<file path="config.mk">
export PLATFORM = sky130hd
export DESIGN_NAME = axis_sw
export DESIGN_NICKNAME = d
export VERILOG_FILES = /design/src/source/axis_sw_pkg.sv /design/src/source/axis_upstream_arbiter.sv /design/src/source/axis_downstream_demux.sv /design/src/source/axis_sw.sv
export VERILOG_INCLUDE_DIRS = /design/src /design/src/source
export SDC_FILE = /design/constraint.sdc
export NUM_CORES = 1
export LEC_CHECK = 0
export ABC_AREA = 0
export BUFFER_PORTS_ARGS = -buffer_cell sky130_fd_sc_hd__buf_2
export CAP_MARGIN = 10
export CORE_MARGIN = 8
export CORE_UTILIZATION = 50
export CTS_BUF_LIST = sky130_fd_sc_hd__clkbuf_8
export DETAILED_ROUTE_END_ITERATION = 8
export PLACE_DENSITY = 0.7
export SLEW_MARGIN = 20
export SYNTH_ARGS = -nofsm -noshare
export SYNTH_HDL_FRONTEND = slang
export SYNTH_HIERARCHICAL = 1
export SYNTH_SLANG_ARGS = --single-unit
</file>
<file path="constraint.sdc">
create_clock -name axis_clk -period 4.95 [get_ports axis_clk]
set_input_delay 0.99 -clock axis_clk [delete_from_list [all_inputs] [get_ports axis_clk]]
set_output_delay 0.99 -clock axis_clk [all_outputs]
set_load 0.005 [all_outputs]
</file>
<file path="src/source/axis_sw_params.svh">
`ifndef AXIS_SW_PARAMS_SVH
`define AXIS_SW_PARAMS_SVH

// stream field widths
`define AXIS_SW_DATA_WIDTH 32
`define AXIS_SW_USER_WIDTH 2
`define AXIS_SW_TID_WIDTH 2

// upstream masters: user project, axi-lite bridge, logic analyzer
`define AXIS_SW_NUM_SOURCES 3

// downstream FIFO sizing
`define AXIS_SW_FIFO_DEPTH 16
// ready drops once occupancy goes above this
`define AXIS_SW_FIFO_THRESHOLD 6

// downstream routing ids
`define AXIS_SW_TID_UP 0
`define AXIS_SW_TID_AA 1

`endif

</file>
<file path="src/source/axis_sw_pkg.sv">
`default_nettype none

`include "axis_sw_params.svh"

package axis_sw_pkg;

    typedef logic [`AXIS_SW_DATA_WIDTH-1:0] data_t;
    typedef logic [`AXIS_SW_USER_WIDTH-1:0] user_t;
    typedef logic [`AXIS_SW_TID_WIDTH-1:0] tid_t;

    // one bit per upstream source
    typedef logic [`AXIS_SW_NUM_SOURCES-1:0] grant_t;
    typedef logic [$clog2(`AXIS_SW_NUM_SOURCES)-1:0] src_idx_t;

    // extra msb tells full from empty
    typedef logic [$clog2(`AXIS_SW_FIFO_DEPTH):0] fifo_ptr_t;

    // packed as {data, last, tid, user}
    typedef logic [`AXIS_SW_DATA_WIDTH+1+`AXIS_SW_TID_WIDTH+`AXIS_SW_USER_WIDTH-1:0] fifo_entry_t;

    typedef enum logic {
        ARB_IDLE,
        ARB_FRAME
    } arb_state_t;

endpackage

`default_nettype wire

</file>
<file path="src/source/axis_upstream_arbiter.sv">
`default_nettype none

`include "axis_sw_params.svh"

module axis_upstream_arbiter import axis_sw_pkg::*; (
    input  wire      axis_clk,
    input  wire      axi_reset_n,
    // source 0, user project
    input  wire data_t up_as_tdata,
    input  wire      up_as_tlast,
    input  wire user_t up_as_tuser,
    input  wire      up_as_tvalid,
    output logic     as_up_tready,
    // source 1, axi-lite bridge
    input  wire data_t aa_as_tdata,
    input  wire      aa_as_tlast,
    input  wire user_t aa_as_tuser,
    input  wire      aa_as_tvalid,
    output logic     as_aa_tready,
    // source 2, logic analyzer
    input  wire data_t la_as_tdata,
    input  wire      la_as_tlast,
    input  wire user_t la_as_tuser,
    input  wire      la_as_tvalid,
    output logic     as_la_tready,
    // serializer side
    output data_t    as_is_tdata,
    output logic     as_is_tlast,
    output user_t    as_is_tuser,
    output tid_t     as_is_tid,
    output logic     as_is_tvalid,
    input  wire      is_as_tready
);

    localparam int NUM_SRC = `AXIS_SW_NUM_SOURCES;

    arb_state_t state;
    grant_t     grant_reg;
    src_idx_t   rr_ptr;

    grant_t     req;
    src_idx_t   cand;
    src_idx_t   pick_idx;
    logic       pick_valid;
    src_idx_t   grant_idx;
    logic       in_frame;
    logic       sel_tvalid;
    logic       frame_done;

    function automatic src_idx_t wrap_inc(src_idx_t idx);
        return (idx == src_idx_t'(NUM_SRC - 1)) ? '0 : idx + src_idx_t'(1);
    endfunction

    function automatic src_idx_t grant_to_idx(grant_t g);
        src_idx_t idx;
        idx = '0;
        for (int n = 0; n < NUM_SRC; n++) begin
            if (g[n]) begin
                idx = src_idx_t'(n);
            end
        end
        return idx;
    endfunction

    //////////////////////////////////////////////////////////////////////
    // round-robin pick, first request at or after the pointer
    //////////////////////////////////////////////////////////////////////

    assign req = {la_as_tvalid, aa_as_tvalid, up_as_tvalid};

    always_comb begin
        pick_valid = 1'b0;
        pick_idx   = rr_ptr;
        cand       = rr_ptr;
        for (int k = 0; k < NUM_SRC; k++) begin
            if (!pick_valid && req[cand]) begin
                pick_valid = 1'b1;
                pick_idx   = cand;
            end
            cand = wrap_inc(cand);
        end
    end

    //////////////////////////////////////////////////////////////////////
    // granted source passes straight through during a frame
    //////////////////////////////////////////////////////////////////////

    assign in_frame  = (state == ARB_FRAME);
    assign grant_idx = grant_to_idx(grant_reg);

    always_comb begin
        as_is_tdata = up_as_tdata;
        as_is_tlast = up_as_tlast;
        as_is_tuser = up_as_tuser;
        sel_tvalid  = up_as_tvalid;
        case (grant_idx)
            src_idx_t'(1): begin
                as_is_tdata = aa_as_tdata;
                as_is_tlast = aa_as_tlast;
                as_is_tuser = aa_as_tuser;
                sel_tvalid  = aa_as_tvalid;
            end
            src_idx_t'(2): begin
                as_is_tdata = la_as_tdata;
                as_is_tlast = la_as_tlast;
                as_is_tuser = la_as_tuser;
                sel_tvalid  = la_as_tvalid;
            end
            default: ;
        endcase
    end

    assign as_is_tid    = tid_t'(grant_idx);
    assign as_is_tvalid = in_frame && sel_tvalid;

    // only the granted source sees the serializer ready
    assign as_up_tready = in_frame && grant_reg[0] && is_as_tready;
    assign as_aa_tready = in_frame && grant_reg[1] && is_as_tready;
    assign as_la_tready = in_frame && grant_reg[2] && is_as_tready;

    assign frame_done = as_is_tvalid && is_as_tready && as_is_tlast;

    always_ff @(posedge axis_clk or negedge axi_reset_n) begin
        if (!axi_reset_n) begin
            state     <= ARB_IDLE;
            grant_reg <= '0;
            rr_ptr    <= '0;
        end else begin
            case (state)
                ARB_IDLE: begin
                    if (pick_valid) begin
                        grant_reg <= grant_t'(1) << pick_idx;
                        state     <= ARB_FRAME;
                    end
                end
                ARB_FRAME: begin
                    // next frame search starts after the source just served
                    if (frame_done) begin
                        rr_ptr <= wrap_inc(grant_idx);
                        state  <= ARB_IDLE;
                    end
                end
                default: state <= ARB_IDLE;
            endcase
        end
    end

endmodule

`default_nettype wire

</file>
<file path="src/source/axis_downstream_demux.sv">
`default_nettype none

`include "axis_sw_params.svh"

module axis_downstream_demux import axis_sw_pkg::*; (
    input  wire        axis_clk,
    input  wire        axi_reset_n,
    // from the serializer
    input  wire data_t is_as_tdata,
    input  wire        is_as_tlast,
    input  wire user_t is_as_tuser,
    input  wire tid_t  is_as_tid,
    input  wire        is_as_tvalid,
    output logic       as_is_tready,
    // to the user project
    output data_t      as_up_tdata,
    output logic       as_up_tlast,
    output user_t      as_up_tuser,
    output logic       as_up_tvalid,
    input  wire        up_as_tready,
    // to the axi-lite bridge
    output data_t      as_aa_tdata,
    output logic       as_aa_tlast,
    output user_t      as_aa_tuser,
    output logic       as_aa_tvalid,
    input  wire        aa_as_tready
);

    localparam int DEPTH  = `AXIS_SW_FIFO_DEPTH;
    localparam int ADDR_W = $clog2(DEPTH);

    // field positions inside a stored entry
    localparam int USER_LSB = 0;
    localparam int TID_LSB  = USER_LSB + `AXIS_SW_USER_WIDTH;
    localparam int LAST_BIT = TID_LSB + `AXIS_SW_TID_WIDTH;
    localparam int DATA_LSB = LAST_BIT + 1;

    fifo_entry_t mem [DEPTH];
    fifo_ptr_t   wr_ptr;
    fifo_ptr_t   rd_ptr;
    fifo_ptr_t   occupancy;

    logic        wr_en;
    logic        not_empty;
    logic        pop;
    logic        discard;
    fifo_entry_t head;
    tid_t        head_tid;

    //////////////////////////////////////////////////////////////////////
    // write side with threshold flow control
    //////////////////////////////////////////////////////////////////////

    assign wr_en     = is_as_tvalid && as_is_tready;
    assign occupancy = wr_ptr - rd_ptr;

    always_ff @(posedge axis_clk) begin
        if (wr_en) begin
            mem[wr_ptr[ADDR_W-1:0]] <= {is_as_tdata, is_as_tlast, is_as_tid, is_as_tuser};
        end
    end

    always_ff @(posedge axis_clk or negedge axi_reset_n) begin
        if (!axi_reset_n) begin
            wr_ptr       <= '0;
            as_is_tready <= 1'b0;
        end else begin
            // one cycle behind the occupancy, hence the two beats of slack
            as_is_tready <= (occupancy <= fifo_ptr_t'(`AXIS_SW_FIFO_THRESHOLD));
            if (wr_en) begin
                wr_ptr <= wr_ptr + fifo_ptr_t'(1);
            end
        end
    end

    //////////////////////////////////////////////////////////////////////
    // head decode and routing
    //////////////////////////////////////////////////////////////////////

    assign not_empty = (wr_ptr != rd_ptr);
    assign head      = mem[rd_ptr[ADDR_W-1:0]];
    assign head_tid  = head[TID_LSB +: `AXIS_SW_TID_WIDTH];

    assign as_up_tvalid = not_empty && (head_tid == tid_t'(`AXIS_SW_TID_UP));
    assign as_aa_tvalid = not_empty && (head_tid == tid_t'(`AXIS_SW_TID_AA));

    // unknown ids are dropped so they cannot block the FIFO
    assign discard = not_empty && !as_up_tvalid && !as_aa_tvalid;

    assign as_up_tdata = head[DATA_LSB +: `AXIS_SW_DATA_WIDTH];
    assign as_up_tlast = head[LAST_BIT];
    assign as_up_tuser = head[USER_LSB +: `AXIS_SW_USER_WIDTH];

    assign as_aa_tdata = head[DATA_LSB +: `AXIS_SW_DATA_WIDTH];
    assign as_aa_tlast = head[LAST_BIT];
    assign as_aa_tuser = head[USER_LSB +: `AXIS_SW_USER_WIDTH];

    assign pop = (as_up_tvalid && up_as_tready)
              || (as_aa_tvalid && aa_as_tready)
              || discard;

    always_ff @(posedge axis_clk or negedge axi_reset_n) begin
        if (!axi_reset_n) begin
            rd_ptr <= '0;
        end else if (pop) begin
            rd_ptr <= rd_ptr + fifo_ptr_t'(1);
        end
    end

endmodule

`default_nettype wire

</file>
<file path="src/source/axis_sw.sv">
`default_nettype none

module axis_sw import axis_sw_pkg::*; (
    input  wire        axis_clk,
    input  wire        axi_reset_n,
    // upstream sources
    input  wire data_t up_as_tdata,
    input  wire        up_as_tlast,
    input  wire user_t up_as_tuser,
    input  wire        up_as_tvalid,
    output wire        as_up_tready,
    input  wire data_t aa_as_tdata,
    input  wire        aa_as_tlast,
    input  wire user_t aa_as_tuser,
    input  wire        aa_as_tvalid,
    output wire        as_aa_tready,
    input  wire data_t la_as_tdata,
    input  wire        la_as_tlast,
    input  wire user_t la_as_tuser,
    input  wire        la_as_tvalid,
    output wire        as_la_tready,
    // serializer, outbound
    output wire data_t as_is_tdata,
    output wire        as_is_tlast,
    output wire user_t as_is_tuser,
    output wire tid_t  as_is_tid,
    output wire        as_is_tvalid,
    input  wire        is_as_tready,
    // serializer, inbound
    input  wire data_t is_as_tdata,
    input  wire        is_as_tlast,
    input  wire user_t is_as_tuser,
    input  wire tid_t  is_as_tid,
    input  wire        is_as_tvalid,
    output wire        as_is_tready,
    // downstream destinations
    output wire data_t as_up_tdata,
    output wire        as_up_tlast,
    output wire user_t as_up_tuser,
    output wire        as_up_tvalid,
    input  wire        up_as_tready,
    output wire data_t as_aa_tdata,
    output wire        as_aa_tlast,
    output wire user_t as_aa_tuser,
    output wire        as_aa_tvalid,
    input  wire        aa_as_tready
);

    // 3 to 1 toward the serializer
    axis_upstream_arbiter upstream_inst (
        .axis_clk     (axis_clk),
        .axi_reset_n  (axi_reset_n),
        .up_as_tdata  (up_as_tdata),
        .up_as_tlast  (up_as_tlast),
        .up_as_tuser  (up_as_tuser),
        .up_as_tvalid (up_as_tvalid),
        .as_up_tready (as_up_tready),
        .aa_as_tdata  (aa_as_tdata),
        .aa_as_tlast  (aa_as_tlast),
        .aa_as_tuser  (aa_as_tuser),
        .aa_as_tvalid (aa_as_tvalid),
        .as_aa_tready (as_aa_tready),
        .la_as_tdata  (la_as_tdata),
        .la_as_tlast  (la_as_tlast),
        .la_as_tuser  (la_as_tuser),
        .la_as_tvalid (la_as_tvalid),
        .as_la_tready (as_la_tready),
        .as_is_tdata  (as_is_tdata),
        .as_is_tlast  (as_is_tlast),
        .as_is_tuser  (as_is_tuser),
        .as_is_tid    (as_is_tid),
        .as_is_tvalid (as_is_tvalid),
        .is_as_tready (is_as_tready)
    );

    // 1 to 2 from the serializer
    axis_downstream_demux downstream_inst (
        .axis_clk     (axis_clk),
        .axi_reset_n  (axi_reset_n),
        .is_as_tdata  (is_as_tdata),
        .is_as_tlast  (is_as_tlast),
        .is_as_tuser  (is_as_tuser),
        .is_as_tid    (is_as_tid),
        .is_as_tvalid (is_as_tvalid),
        .as_is_tready (as_is_tready),
        .as_up_tdata  (as_up_tdata),
        .as_up_tlast  (as_up_tlast),
        .as_up_tuser  (as_up_tuser),
        .as_up_tvalid (as_up_tvalid),
        .up_as_tready (up_as_tready),
        .as_aa_tdata  (as_aa_tdata),
        .as_aa_tlast  (as_aa_tlast),
        .as_aa_tuser  (as_aa_tuser),
        .as_aa_tvalid (as_aa_tvalid),
        .aa_as_tready (aa_as_tready)
    );

endmodule

`default_nettype wire

</file>
==> flow_summary.yaml, run 1 <==
cts:
  clock_latency_ns: 0.66
  clockRootBuffer: "clkbuf_8"
  ctsHoldBuffers: 0
  clock_path_buffers: 3
  cts.clk_slew.worst_paths_ns: 0.06
  numCtsBuffers: 95
  ctsResizeCount: 0
  cts_tree: "done"
  htreeDepth: 3
  post-cts-setup-buffers: 0
  cts.sinks: 609
worst_setup_path:
  path_max_fanout: 52
  required_ns: 3.96
  worstPathArrival_ns: 3.31
  ff2ff_path_depth: 6
  critPathKind: "register to output pin"
  endpoint_kind: "output pin"
  start_kind: "register"
route:
  wl_per_cell_um: 26.7
  vias: 12200
  drc: 0
  viasPerCell: 5.80
  firstDrtPassIters: 5
  ant_nets: 0
  routed_wirelength_um: 56300
  drt_iter0_markers: 1362
power:
  p_int_mw: 10.5
  ir_worst_vdd_mv: 0.357
  p_sw_mw: 4.51
  cellPowerDensity_nw_per_um2: 531
  power.leakage_nw: 9.59
  p_total_mw: 15.0
  p_seq_frac: 0.424
  pwr-share-comb: 0.312
  clock_power_share: 0.264
  switching_share: 0.301
floorplanning:
  fp.coreArea_um2: 48500
  ios: 265
  fp.dieH_um: 237
  rows: 81
  dieWidth_um: 237
  dieArea_um2: 56100
  start_util: 0.502
grt:
  grt_pass1_wl_um: 82700
  track_usage: 0.198
  grt_overflow: 0
  antenna_found_initial: 5
  first_global_vias: 12600
  grt_max_degree: 77
sta:
  hold_viol: 0
  worstMarginPinSlew_ns: 1.13
  slew_violations: 0
  rsz0062_at_grt: "false"
  min_period_ns: 4.30
  setup_violations: 0
  skew_ns: 0.0354
  fin_crit_sh: 0.869
  max_slew_margin: 0.246
  max_freq_ghz: 0.232
  setup_tns_ns: 0
yosys:
  synth_area_per_cell_um2: 22.1
  synthTopCellsByCount: "592 x edfxtp_1, 180 x mux4_2, 44 x nand2_1, 39 x buf_4, 38 x mux2i_1"
  ys_warn_count: 6
  async_flop_share: 0.0279
  synth_top_cell_by_area: "edfxtp_1"
  synth_area_leaders: "edfxtp_1 73%, mux4_2 17%, dfrtp_1 1.7%"
  yosysUniqueCellTypes: 45
  ys_ff_latch: 609
  syn_nets: 1266
  synth_top_area_frac: 0.729
  ys.flop_type: "edfxtp_1"
  synth-edff-count: 592
  yosys.cell_count.top_type: "edfxtp_1"
  ys_seq_area_frac: 0.746
  netlist_area_um2: 24400
  syn_inst: 1105
layout:
  syn_to_final_growth_pct: 15.5
  finalInstanceArea_um2: 28200
  finish.utilization: 0.580
  largest_reg_flops: 592
  final_nets: 1567
  drive_gt1_frac: 0.422
outcome:
  status: "completed"
placed_design:
  place.gp.congestion: 0.941
  place_hpwl_um: 32500
  placed_area_um2: 26400
  port_buffers: 264
job:
  drv_cap: 0
worst_hold_path:
  hp-class: "input pin to async pin"
-- metal layers --
metal  vias to the layer above  GRT usage  part of all wire
met5                         -          0           0.00073
met4                         6     0.0470             0.014
met2                       511      0.318              0.49
li1                       5214          -                 -
met3                        65     0.0502             0.084
met1                      6438      0.274              0.41
-- final timing paths --
check                                            endpoint                 startpoint  slack, ns
worst max register to register  downstream_inst/rd_ptr[1]  downstream_inst/rd_ptr[1]       2.05
worst max-delay path                         as_up_tvalid  downstream_inst/rd_ptr[1]       0.65
worst min register to register  downstream_inst/wr_ptr[4]  downstream_inst/wr_ptr[4]       0.50
worst min-delay path            downstream_inst/rd_ptr[4]                axi_reset_n       0.29
min in group axis_clk           downstream_inst/wr_ptr[4]  downstream_inst/wr_ptr[4]       0.50
max in group asynchronous       downstream_inst/rd_ptr[2]                axi_reset_n       4.32
-- per-stage QoR --
| stage | hold WS, ns | setup slack [ns] | cells |
|---|---|---|---|
| after floorplan | 0.462 | 0.422 | 1105 |
| after global placement | 0.476 | 1.29 | 1931 |
| after detailed placement | 0.481 | 1.28 | 1931 |
| after CTS | 0.246 | 0.566 | 2107 |
| after global routing | 0.268 | 0.472 | 2108 |
| final | 0.288 | 0.647 | 2110 |
-- critical path: stages (launching register included) --
cell and delay, ns:
dfrtp_4 0.97, mux4_1 0.64, mux2i_1 0.15, nand2_1 0.11
o311ai_4 0.12, nor3b_1 0.47, buf_2 0.21
-- layout make-up --
class | count | area, um^2
Inverter | 10 | 37.5
Sequential cell | 609 | 18200
Timing Repair Buffer | 298 | 1680
Clock inverter | 79 | 453
Fill cell | 3438 | 20400
Antenna cell | 3 | 7.51
Tap cell | 622 | 778
Multi-Input combinational cell | 392 | 5670
Clock buffer | 97 | 1340
-- power by group through the flow --
stage,Sequential (mW),Combinational (mW),Clock [mW]
after floorplan,6.06,3.81,0
after global placement,6.44,4.71,0
after detailed placement,6.46,4.75,0
after CTS,6.36,4.77,4.04
after global routing,6.40,5.03,4.26
final,6.35,4.67,3.94
-- cells by family after synthesis --
| group | share of synthesized area |
|---|---|
| AOI/OAI and AO/OA | 0.0142 |
| xor gates and xnor gates | 0.00431 |
| adders and majority gates | 0.00544 |
| buffers and inverters | 0.0255 |
| DFF | 0.746 |
| muxes | 0.188 |
| and+or+nand+nor | 0.0164 |
-- cell usage in the layout (no fill, tap or decap), types with 3 or more instances in the layout --
master	n
ha_1	9
dfrtp_2	3
mux4_1	3
inv_1	37
nor2b_1	5
buf_2	264
buf_4	26
mux4_2	180
xnor2_1	9
clkinvlp_4	4
xor2_1	3
and3_1	3
nor3_2	4
clkinv_2	11
dfrtp_1	12
nand2_1	44
nor2_4	12
o21ai_0	37
mux2i_1	38
nor2_1	3
nand3_1	3
clkinv_1	28
edfxtp_1	592
buf_12	8
bufinv_16	4
diode_2	3
nor3b_1	3
a211oi_1	4
a21oi_1	6
clkbuf_8	97
(Power assumes the default switching activity.)
==> inputs of run 2 (changes only) <==
--- a/config.mk
+++ b/config.mk
@@ -7,13 +7,12 @@
 export NUM_CORES = 1
 export LEC_CHECK = 0
 export ABC_AREA = 0
-export BUFFER_PORTS_ARGS = -buffer_cell sky130_fd_sc_hd__buf_2
 export CAP_MARGIN = 10
 export CORE_MARGIN = 8
 export CORE_UTILIZATION = 50
 export CTS_BUF_LIST = sky130_fd_sc_hd__clkbuf_8
 export DETAILED_ROUTE_END_ITERATION = 8
-export PLACE_DENSITY = 0.7
+export DONT_BUFFER_PORTS = 1
 export SLEW_MARGIN = 20
 export SYNTH_ARGS = -nofsm -noshare
 export SYNTH_HDL_FRONTEND = slang
==> flow_summary.yaml, run 2 (synthesis results as in run 1) <==
grt:
  first_global_vias: 11800
  grt_overflow: 0
  track_usage: 0.197
  antenna_found_initial: 1
  grt_max_degree: 77
  grt_pass1_wl_um: 80700
sta:
  max_freq_ghz: 0.238
  min_period_ns: 4.21
  fin_crit_sh: 0.850
  max_slew_margin: 0.272
  setup_ws_ns: 0.742
  skew_ns: 0.0228
  hold_viol: 0
  slew_violations: 0
  rsz0062_at_grt: "false"
  setup_tns_ns: 0
  setup_violations: 0
  worstMarginPinSlew_ns: 1.09
worst_setup_path:
  r2r_end: "downstream_inst/rd_ptr[1]"
  slowest_stage: "dfrtp_4"
  path_max_fanout: 59
  worstPathArrival_ns: 3.22
  regToRegSetupSlack_ns: 1.83
  startpoint: "downstream_inst/rd_ptr[1]"
  path_depth: 3
  path_cells: "buf_4 -> mux4_2 -> mux4_2"
  critPathKind: "register to output pin"
  endpoint_kind: "output pin"
  critPathMaxStageDelay_ns: 1.03
  start_kind: "register"
  cp_num_buf_inv: 1
  ff2ff_path_depth: 7
  endpoint: "as_aa_tdata[6]"
  r2r_start: "downstream_inst/rd_ptr[0]"
  cpMostUsedCell: "mux4_2"
  required_ns: 3.96
  crit_family: "flip-flops"
floorplanning:
  dieArea_um2: 56100
  rows: 81
  start_util: 0.502
  fp.coreArea_um2: 48500
  ios: 265
  dieWidth_um: 237
  fp.dieH_um: 237
route:
  viasPerCell: 6.03
  firstDrtPassIters: 5
  routed_wirelength_um: 55400
  wl_per_cell_um: 30.0
  drc: 0
  drt_iter0_markers: 946
  ant_nets: 0
  vias: 11100
layout:
  final_cell_mix: "592 x edfxtp_1, 180 x mux4_2, 99 x clkbuf_8"
  final_common_cell: "edfxtp_1"
  fillers: 3610
  finish.utilization: 0.555
  largest_reg_flops: 592
  final_nets: 1305
  syn_to_final_growth_pct: 10.4
  finalInstanceArea_um2: 26900
  drive_gt1_frac: 0.300
cts:
  cts.clk_slew.worst_paths_ns: 0.06
  clockRootBuffer: "clkbuf_8"
  cts_tree: "done"
  cts.sinks: 609
  clock_latency_ns: 0.67
  numCtsBuffers: 99
  htreeDepth: 3
  clock_path_buffers: 3
placed_design:
  port_buffers: 0
  place_hpwl_um: 31400
  place.gp.congestion: 0.932
  placed_area_um2: 25100
  post-place-ws_ns: 1.39
job:
  drv_cap: 0
worst_hold_path:
  hp-class: "input pin to register"
power:
  ir_worst_vdd_mv: 0.255
  p_total_mw: 14.2
  power.leakage_nw: 8.55
  cellPowerDensity_nw_per_um2: 529
outcome:
  status: "completed"
## run 2: cell types whose count changed in the layout (fill, tap and decap cells not counted), sizes merged, moves of 2 or more
cell	change
buf	-267
clkinv	+4
inv	-4
clkbuf	+2
diode	-2
## run 2: worst min path at each step
stage                     slack, ns                       from                           to  cells past startpoint
after floorplan                0.46  downstream_inst/rd_ptr[4]    downstream_inst/rd_ptr[4]                      1
after global placement         0.47  downstream_inst/rd_ptr[4]    downstream_inst/rd_ptr[4]                      1
after detailed placement       0.48  downstream_inst/rd_ptr[4]    downstream_inst/rd_ptr[4]                      1
after CTS                      0.34            is_as_tdata[28]  downstream_inst/mem[12][33]                      0
after global routing           0.35            is_as_tdata[12]   downstream_inst/mem[0][17]                      0
final                          0.41            is_as_tdata[27]  downstream_inst/mem[12][32]                      0
## run 2: per-layer routing
metal  vias up  GRT usage  share of wire
met4         0     0.0522          0.019
met3        84     0.0513          0.066
met1      6000      0.251           0.40
met2       373      0.335           0.51
met5         -          0              0
li1       4677          -              -
## run 2: stage by stage
step                std cells  hold slack (ns)
floorplan                1105            0.462
global placement         1664            0.475
detailed placement       1664            0.480
CTS                      1844            0.340
global route             1845            0.352
finish                   1845            0.412
## run 2: power by group
part / internal [mW] / switching [mW]
clock: 2.08 / 1.92
sequential: 5.89 / 0.482
combinational: 2.00 / 1.87
## run 2: what timing repair did
item	CTS	global route
hold buffers	1	0
endpoints found under the setup margin	0	0
endpoints found under the hold margin	17	0
gates resized for setup	0	0
setup buffers	0	0
## run 2: final cells by class
type	instances	area, um^2	area share
flip-flops and latches	609	18200	0.677
clock inverters	80	452	0.0168
inverters	10	38.8	0.00144
diodes	1	2.50	0.0000929
repair buffers	32	405	0.0151
clock buffers	99	1360	0.0506
multi-input cells	392	5670	0.211
well taps	622	778	0.0289
## run 2: worst register-to-register path, cell delays in order, from the launching register on
cell	delay (ns)
dfrtp_4	0.79
buf_4	0.48
mux4_2	0.57
mux2i_1	0.18
mux2i_2	0.15
mux2i_2	0.24
a21oi_2	0.26
mux2_4	0.32
